===== src/common/frontend_pkg.sv =====
package frontend_pkg;

    // fetch width and the counts derived from it
    localparam int fetch_width = 4;                   // instructions per fetch
    localparam int count_bits  = 3;                   // holds 0 to fetch_width
    localparam int slot_bits   = $clog2(fetch_width);
    localparam int addr_bits   = 32;

    typedef logic [addr_bits-1:0]  addr_t;            // byte address
    typedef logic [31:0]           inst_t;
    typedef logic [count_bits-1:0] count_t;
    typedef logic [slot_bits-1:0]  slot_t;

    // instruction buffer
    localparam int buffer_depth    = 16;
    localparam int spots_bits      = 5;               // free space, 0 to buffer_depth
    localparam int buffer_ptr_bits = $clog2(buffer_depth);

    typedef logic [spots_bits-1:0]      spots_t;
    typedef logic [buffer_ptr_bits-1:0] ptr_t;

    // predictor, direct mapped on word address bits
    localparam int btb_entries    = 16;
    localparam int btb_index_bits = 4;
    localparam int btb_tag_bits   = addr_bits - btb_index_bits - 2;

    typedef logic [btb_index_bits-1:0] btb_index_t;
    typedef logic [btb_tag_bits-1:0]   btb_tag_t;

    localparam logic [1:0] counter_reset = 2'b01;     // weakly not taken

    // major opcodes the front end cares about
    typedef enum logic [6:0] {
        branch = 7'b1100011,
        jal    = 7'b1101111,
        jalr   = 7'b1100111,
        other  = 7'b0010011    // stands in for every other opcode
    } opcode_e;

    // one fetched instruction on its way to decode
    typedef struct packed {
        inst_t inst;
        addr_t pc;
        addr_t predicted_pc;   // where fetch went after this slot
        logic  taken;
        logic  is_jump;
    } fetch_packet_t;

endpackage


===== src/common/predict_if.sv =====
`timescale 1ns/1ps

// per-slot lookup between fetch and the branch predictor
interface predict_if;

    frontend_pkg::addr_t [frontend_pkg::fetch_width-1:0] slot_pc;
    logic                [frontend_pkg::fetch_width-1:0] hit;
    logic                [frontend_pkg::fetch_width-1:0] predict_taken;
    frontend_pkg::addr_t [frontend_pkg::fetch_width-1:0] target;

    modport fetch (
        output slot_pc,
        input  hit,
        input  predict_taken,
        input  target
    );

    modport predictor (
        input  slot_pc,
        output hit,
        output predict_taken,
        output target
    );

endinterface


===== src/source/priority_select.sv =====
`timescale 1ns/1ps

module priority_select #(
    parameter int width = 4
) (
    input  logic [width-1:0]         req,
    output logic [$clog2(width)-1:0] index,
    output logic                     found
);

    // lowest set bit wins
    always_comb begin
        index = '0;
        found = 1'b0;
        for (int i = 0; i < width; i++) begin
            if (req[i] && !found) begin
                index = i[$clog2(width)-1:0];
                found = 1'b1;
            end
        end
    end

endmodule


===== src/fetch/fetch_stage.sv =====
`timescale 1ns/1ps

module fetch_stage (
    input  logic                                                  clock,
    input  logic                                                  reset,
    input  logic                                                  restore_valid,
    input  frontend_pkg::addr_t                                   restore_pc,
    predict_if.fetch                                              pred,
    output frontend_pkg::addr_t         [frontend_pkg::fetch_width-1:0] fetch_pc,
    input  frontend_pkg::inst_t         [frontend_pkg::fetch_width-1:0] cache_data,
    input  logic                        [frontend_pkg::fetch_width-1:0] cache_miss,
    input  frontend_pkg::spots_t                                  spots,
    output frontend_pkg::fetch_packet_t [frontend_pkg::fetch_width-1:0] packets,
    output frontend_pkg::count_t                                  count
);

    frontend_pkg::addr_t   pc;
    frontend_pkg::addr_t   next_pc;
    frontend_pkg::opcode_e slot_op [frontend_pkg::fetch_width];

    logic [frontend_pkg::fetch_width-1:0] slot_jump;
    logic [frontend_pkg::fetch_width-1:0] slot_taken;

    frontend_pkg::slot_t  miss_index;
    frontend_pkg::slot_t  taken_index;
    logic                 miss_found;
    logic                 taken_found;
    frontend_pkg::spots_t miss_limit;
    frontend_pkg::spots_t taken_limit;
    frontend_pkg::spots_t keep;
    frontend_pkg::slot_t  last_slot;

    // consecutive word addresses from the current pc
    always_comb begin
        for (int i = 0; i < frontend_pkg::fetch_width; i++) begin
            fetch_pc[i] = pc + frontend_pkg::addr_t'(4 * i);
        end
    end

    assign pred.slot_pc = fetch_pc;   // predictor looks up the same slots

    // opcode class of each returned word
    always_comb begin
        for (int i = 0; i < frontend_pkg::fetch_width; i++) begin
            case (cache_data[i][6:0])
                frontend_pkg::branch: slot_op[i] = frontend_pkg::branch;
                frontend_pkg::jal:    slot_op[i] = frontend_pkg::jal;
                frontend_pkg::jalr:   slot_op[i] = frontend_pkg::jalr;
                default:              slot_op[i] = frontend_pkg::other;
            endcase
        end
    end

    always_comb begin
        for (int i = 0; i < frontend_pkg::fetch_width; i++) begin
            slot_jump[i]  = (slot_op[i] == frontend_pkg::jal) || (slot_op[i] == frontend_pkg::jalr);
            // jumps only need a btb hit, branches also need the counter
            slot_taken[i] = pred.hit[i] && (slot_jump[i] ||
                            (slot_op[i] == frontend_pkg::branch && pred.predict_taken[i]));
        end
    end

    always_comb begin
        for (int i = 0; i < frontend_pkg::fetch_width; i++) begin
            packets[i].inst         = cache_data[i];
            packets[i].pc           = fetch_pc[i];
            packets[i].predicted_pc = slot_taken[i] ? pred.target[i] : fetch_pc[i] + 32'd4;
            packets[i].taken        = slot_taken[i];
            packets[i].is_jump      = slot_jump[i];
        end
    end

    priority_select #(
        .width(frontend_pkg::fetch_width)
    ) u_miss_select (
        .req   (cache_miss),
        .index (miss_index),
        .found (miss_found)
    );

    priority_select #(
        .width(frontend_pkg::fetch_width)
    ) u_taken_select (
        .req   (slot_taken),
        .index (taken_index),
        .found (taken_found)
    );

    // a miss drops its own slot, a taken slot is kept and ends the group
    assign miss_limit  = miss_found ? frontend_pkg::spots_t'(miss_index)
                                    : frontend_pkg::spots_t'(frontend_pkg::fetch_width);
    assign taken_limit = taken_found ? frontend_pkg::spots_t'(taken_index) + frontend_pkg::spots_t'(1)
                                     : frontend_pkg::spots_t'(frontend_pkg::fetch_width);

    always_comb begin
        keep = miss_limit;
        if (taken_limit < keep) begin
            keep = taken_limit;
        end
        if (spots < keep) begin
            keep = spots;   // never more than the buffer can take
        end
    end

    assign count = frontend_pkg::count_t'(keep);

    // steer from the last kept slot, hold when nothing was kept
    assign last_slot = frontend_pkg::slot_t'(count - frontend_pkg::count_t'(1));
    assign next_pc   = (count == '0) ? pc : packets[last_slot].predicted_pc;

    always_ff @(posedge clock) begin
        if (reset) begin
            pc <= '0;
        end else if (restore_valid) begin
            pc <= restore_pc;   // back end redirect wins
        end else begin
            pc <= next_pc;
        end
    end

endmodule


===== src/flat_wrapper.sv =====
// flat-port wrapper written by rule: the top's interface ports become plain ports
module fetch_stage_flat 
  (clock, reset, restore_valid, restore_pc, fetch_pc, cache_data, cache_miss, spots, packets, count, pred_slot_pc, pred_hit, pred_predict_taken, pred_target);
  predict_if pred_i ();
  input  logic clock;
  input  logic reset;
  input  logic restore_valid;
  input  frontend_pkg::addr_t restore_pc;
  output frontend_pkg::addr_t         [frontend_pkg::fetch_width-1:0] fetch_pc;
  input  frontend_pkg::inst_t         [frontend_pkg::fetch_width-1:0] cache_data;
  input  logic                        [frontend_pkg::fetch_width-1:0] cache_miss;
  input  frontend_pkg::spots_t spots;
  output frontend_pkg::fetch_packet_t [frontend_pkg::fetch_width-1:0] packets;
  output frontend_pkg::count_t count;
  output wire logic [$bits(pred_i.slot_pc)-1:0] pred_slot_pc;
  input wire logic [$bits(pred_i.hit)-1:0] pred_hit;
  input wire logic [$bits(pred_i.predict_taken)-1:0] pred_predict_taken;
  input wire logic [$bits(pred_i.target)-1:0] pred_target;
  assign pred_slot_pc = pred_i.slot_pc;
  assign pred_i.hit = pred_hit;
  assign pred_i.predict_taken = pred_predict_taken;
  assign pred_i.target = pred_target;
  fetch_stage u_core (.clock(clock), .reset(reset), .restore_valid(restore_valid), .restore_pc(restore_pc), .pred(pred_i), .fetch_pc(fetch_pc), .cache_data(cache_data), .cache_miss(cache_miss), .spots(spots), .packets(packets), .count(count));
endmodule

===== config.mk =====
export PLATFORM = sky130hd
export DESIGN_NAME = fetch_stage_flat
export DESIGN_NICKNAME = d
export VERILOG_FILES = /design/src/common/frontend_pkg.sv /design/src/common/predict_if.sv /design/src/source/priority_select.sv /design/src/fetch/fetch_stage.sv /design/src/flat_wrapper.sv
export SDC_FILE = /design/constraint.sdc
export NUM_CORES = 1
export LEC_CHECK = 0
export ABC_AREA = 1
export ABC_CLOCK_PERIOD_IN_PS = 6460
export BUFFER_PORTS_ARGS = -buffer_cell sky130_fd_sc_hd__buf_2
export CORE_AREA = 2 2 375 377
export CTS_CLUSTER_SIZE = 28
export DETAILED_ROUTE_END_ITERATION = 12
export DIE_AREA = 0 0 377 379
export GPL_TIMING_DRIVEN = 0
export PLACE_DENSITY_LB_ADDON = 0.15
export SLEW_MARGIN = 30
export SYNTH_ARGS = -nofsm -noshare
export SYNTH_HDL_FRONTEND = slang
export SYNTH_SLANG_ARGS = --single-unit

===== constraint.sdc =====
create_clock -name clock -period 6.46 [get_ports clock]
set_input_delay 0.969 -clock clock [delete_from_list [all_inputs] [get_ports clock]]
set_output_delay 0.969 -clock clock [all_outputs]
set_load 0.01 [all_outputs]

==> impl_metrics.env <==
export IMPL_multi_input_area_um2=7770
export IMPL_fin_nets=3517
export IMPL_fin_crit_ps=5930
export IMPL_timing_final_ws_setup_ps=531
export IMPL_cp_start_kind="primary input"
export IMPL_largest_register="u_core.pc"
export IMPL_finalMaxSlewViolations=0
export IMPL_num_vias=18000
export IMPL_place_ws_ps=-1620
export IMPL_wl_per_cell_um=25.3
export IMPL_top_layer="met5"
export IMPL_totalPowerFinal_mw=3.44
export IMPL_crit_arrival_ps=6120
export IMPL_ant_nets=0
export IMPL_gp_congestion=0.874
export IMPL_die_x_um=377
export IMPL_syn_to_final_growth_pct=55.1
export IMPL_cts_buffer_depth=2
export IMPL_setup_tns_ps=0
export IMPL_grt_pass1_wl_um=160000
export IMPL_die_area_um2=143000
export IMPL_cts_htree_levels=2
export IMPL_cp_end_kind="register"
export IMPL_dp_hpwl_um=113000
export IMPL_routed_wl_um=127000
export IMPL_p_per_area_nw_per_um2=178
export IMPL_cap_violations=0
export IMPL_antenna_found_initial=38
export IMPL_num_rows=137
export IMPL_drt_iter0_drc=876
export IMPL_clock_skew_ps=8.27
export IMPL_min_period_over_period_pct=91.8
export IMPL_hold_viol_final=0
export IMPL_relSlewSlack_pct=29.2
export IMPL_synth_distinct_cells=49
export IMPL_fin_util_pct=13.9
export IMPL_reg_largest_list="u_core.pc: 32 flops"
export IMPL_syn_area_per_cell_um2=5.34
export IMPL_syn_area_um2=12400
export IMPL_drc=0
export IMPL_core_area_um2=139000
export IMPL_wl_met1_um=50300
export IMPL_initial_core_util_pct=8.97
export IMPL_tritoncts="built"
export IMPL_gr_usage_all_layers_pct=16.8
export IMPL_n_fill_cell=16600
export IMPL_max_freq_mhz=169
export IMPL_synth_seq_area_share_pct=5.15
export IMPL_io_pin_count=959
export IMPL_synth_seq_cells=32
export IMPL_register_area_um2=644
export IMPL_root_buffer="clkbuf_16"
export IMPL_overflow=0
export IMPL_min_path_type="reg2reg"
export IMPL_setup_viol=0
export IMPL_dr_wl_met2_um=66500
export IMPL_io_buffers=858
export IMPL_ir_drop_mv=0.0750
export IMPL_syn_inst=2330
export IMPL_worstRegToRegCells=15
export IMPL_vias_per_cell=3.58
export IMPL_worstHoldPathCells=2
export IMPL_cp_max_fo=10
export IMPL_synth_nets=2651
export IMPL_worst_skew_pair_late_latency_ps=310
export IMPL_outcome="finished clean"
export IMPL_grt_pass1_vias=17500
export IMPL_wl_met3_um=5890
export IMPL_yosys_warnings=0
export IMPL_clock_sinks=32
export IMPL_drive_gt1_share_pct=46.1
export IMPL_grt_max_degree=18
export IMPL_die_h_um=379
export IMPL_largest_register_ffs=32
export IMPL_path_clk_slew_ps=60
export IMPL_first_pass_iters=5
export IMPL_cellLeakagePower_nw=10.7
export IMPL_cp_required_ps=6650
export IMPL_tightest_slew_ps=1060
export IMPL_numCtsBuffers=5
export IMPL_crit_type="in2reg"
export IMPL_cts_hold_buf=0
export IMPL_rsz0062_at_grt="no"
==> worst max-delay path, stage by stage <==
cell	delay (ps)
buf_2	130
nand3b_1	130
nor2_1	50
nand2_1	150
clkbuf_4	300
clkbuf_4	320
o22ai_1	120
ha_1	190
or2_2	320
ha_1	310
a21oi_1	200
nand2_1	120
nand2_1	70
o21ai_1	90
ha_1	200
a211oi_2	290
nand2_1	180
nand2_1	130
nand2_1	70
clkbuf_4	210
buf_6	210
ha_2	470
buf_2	340
nand3_1	240
a31oi_1	230
nor2_1	50
==> cell families after synthesis <==
group                      count (synthesis)  share of synthesized area (%)
buffers and inverters                    683                           32.8
xor gates and xnor gates                  26                           1.95
and+or+nand+nor                         1364                           49.5
adders and majority gates                 13                           1.31
AOI/OAI and AO/OA                        212                           9.31
DFF                                       32                           5.15
==> where the power goes <==
group          switching [mW]  total, mW  internal [mW]
Clock                   0.113      0.266          0.153
Combinational            1.79       2.79           1.00
Sequential              0.152      0.379          0.228
==> placed cells by master, fill, tap and decap left out, types with 4 or more instances in the layout <==
cell type and n:
clkbuf_4 5, nor2_4 24, buf_1 4, nor2_2 38
clkbuf_2 8, xor2_1 22, clkbuf_1 25, nor2_1 173
nor3_1 14, nand3b_1 7, inv_2 24, nand4_1 32
buf_2 873, nand2_2 36, inv_1 191, o211ai_1 7
nand2_1 758, o21ai_0 109, dfxtp_1 29, a21oi_1 25
clkinv_2 4, a31oi_1 25, nand3_2 7, clkbuf_16 5
o21ai_1 30, nand3_1 237, or2_2 9, ha_1 12
buf_4 401, nand2_4 12, diode_2 12
==> layout make-up <==
type / instances / share of cell area, %
Antenna cell: 12 / 0.155
Buffer: 460 / 17.1
Clock buffer: 6 / 0.719
Clock inverter: 2 / 0.0518
Inverter: 222 / 4.36
Multi-Input combinational cell: 1615 / 40.2
Sequential cell: 32 / 3.34
Tap cell: 1807 / 11.7
Timing Repair Buffer: 860 / 22.3
==> per-layer routing <==
metal  GRT usage, %  vias up
li1               -     8722
met1           19.0     8428
met2           32.0      679
met3           2.54      129
met4           5.13       10
met5              0        -
==> synth_stat cells, drive strengths merged <==
cell type	instances	area share, %
o21ai	141	5.7
a22o	2	0.14
o31ai	3	0.18
inv	216	6.5
o211ai	7	0.42
o22ai	1	0.050
and2	3	0.15
nor3b	1	0.060
nand3b	7	0.42
nand4	34	1.9
xor2	25	1.9
nand2	806	26
o21a	3	0.18
dfxtp	32	5.1
nor3	17	0.80
xnor2	1	0.070
nor4b	1	0.070
a211oi	1	0.060
ha	13	1.3
o2111ai	1	0.070
nand3	244	10
a21oi	28	1.2
clkinv	6	0.19
or2	13	0.65
a31oi	25	1.3
nor2	238	9.8
clkbuf	38	1.2
buf	423	25
==> worst paths after layout <==
check | startpoint | endpoint | slack, ps
max reg2reg | u_core.pc[3]$_SDFFE_PP0P_ | u_core.pc[14]$_SDFFE_PP0P_ | 1600
max | cache_data[37] | u_core.pc[18]$_SDFFE_PP0P_ | 530
min | u_core.pc[31]$_SDFFE_PP0P_ | u_core.pc[31]$_SDFFE_PP0P_ | 670
min reg2reg | u_core.pc[31]$_SDFFE_PP0P_ | u_core.pc[31]$_SDFFE_PP0P_ | 670
==> through the flow <==
step	std cells	cell area [µm²]	hold slack, ps
3_3_place_gp	4995	19000	697
3_5_place_dp	4995	19000	694
4_1_cts	5003	19200	704
2_1_floorplan	2330	12400	554
6_report	5016	19300	673
5_1_grt	5009	19300	725
==> what timing repair did <==
item | in CTS | in global routing
pin swaps | 1 | 0
cloned | 0 | 0
resized for setup | 24 | 19
setup endpoints to repair | 34 | 34
buffers inserted | 1 | 1
No activity file was read; power rests on OpenSTA's default activity.
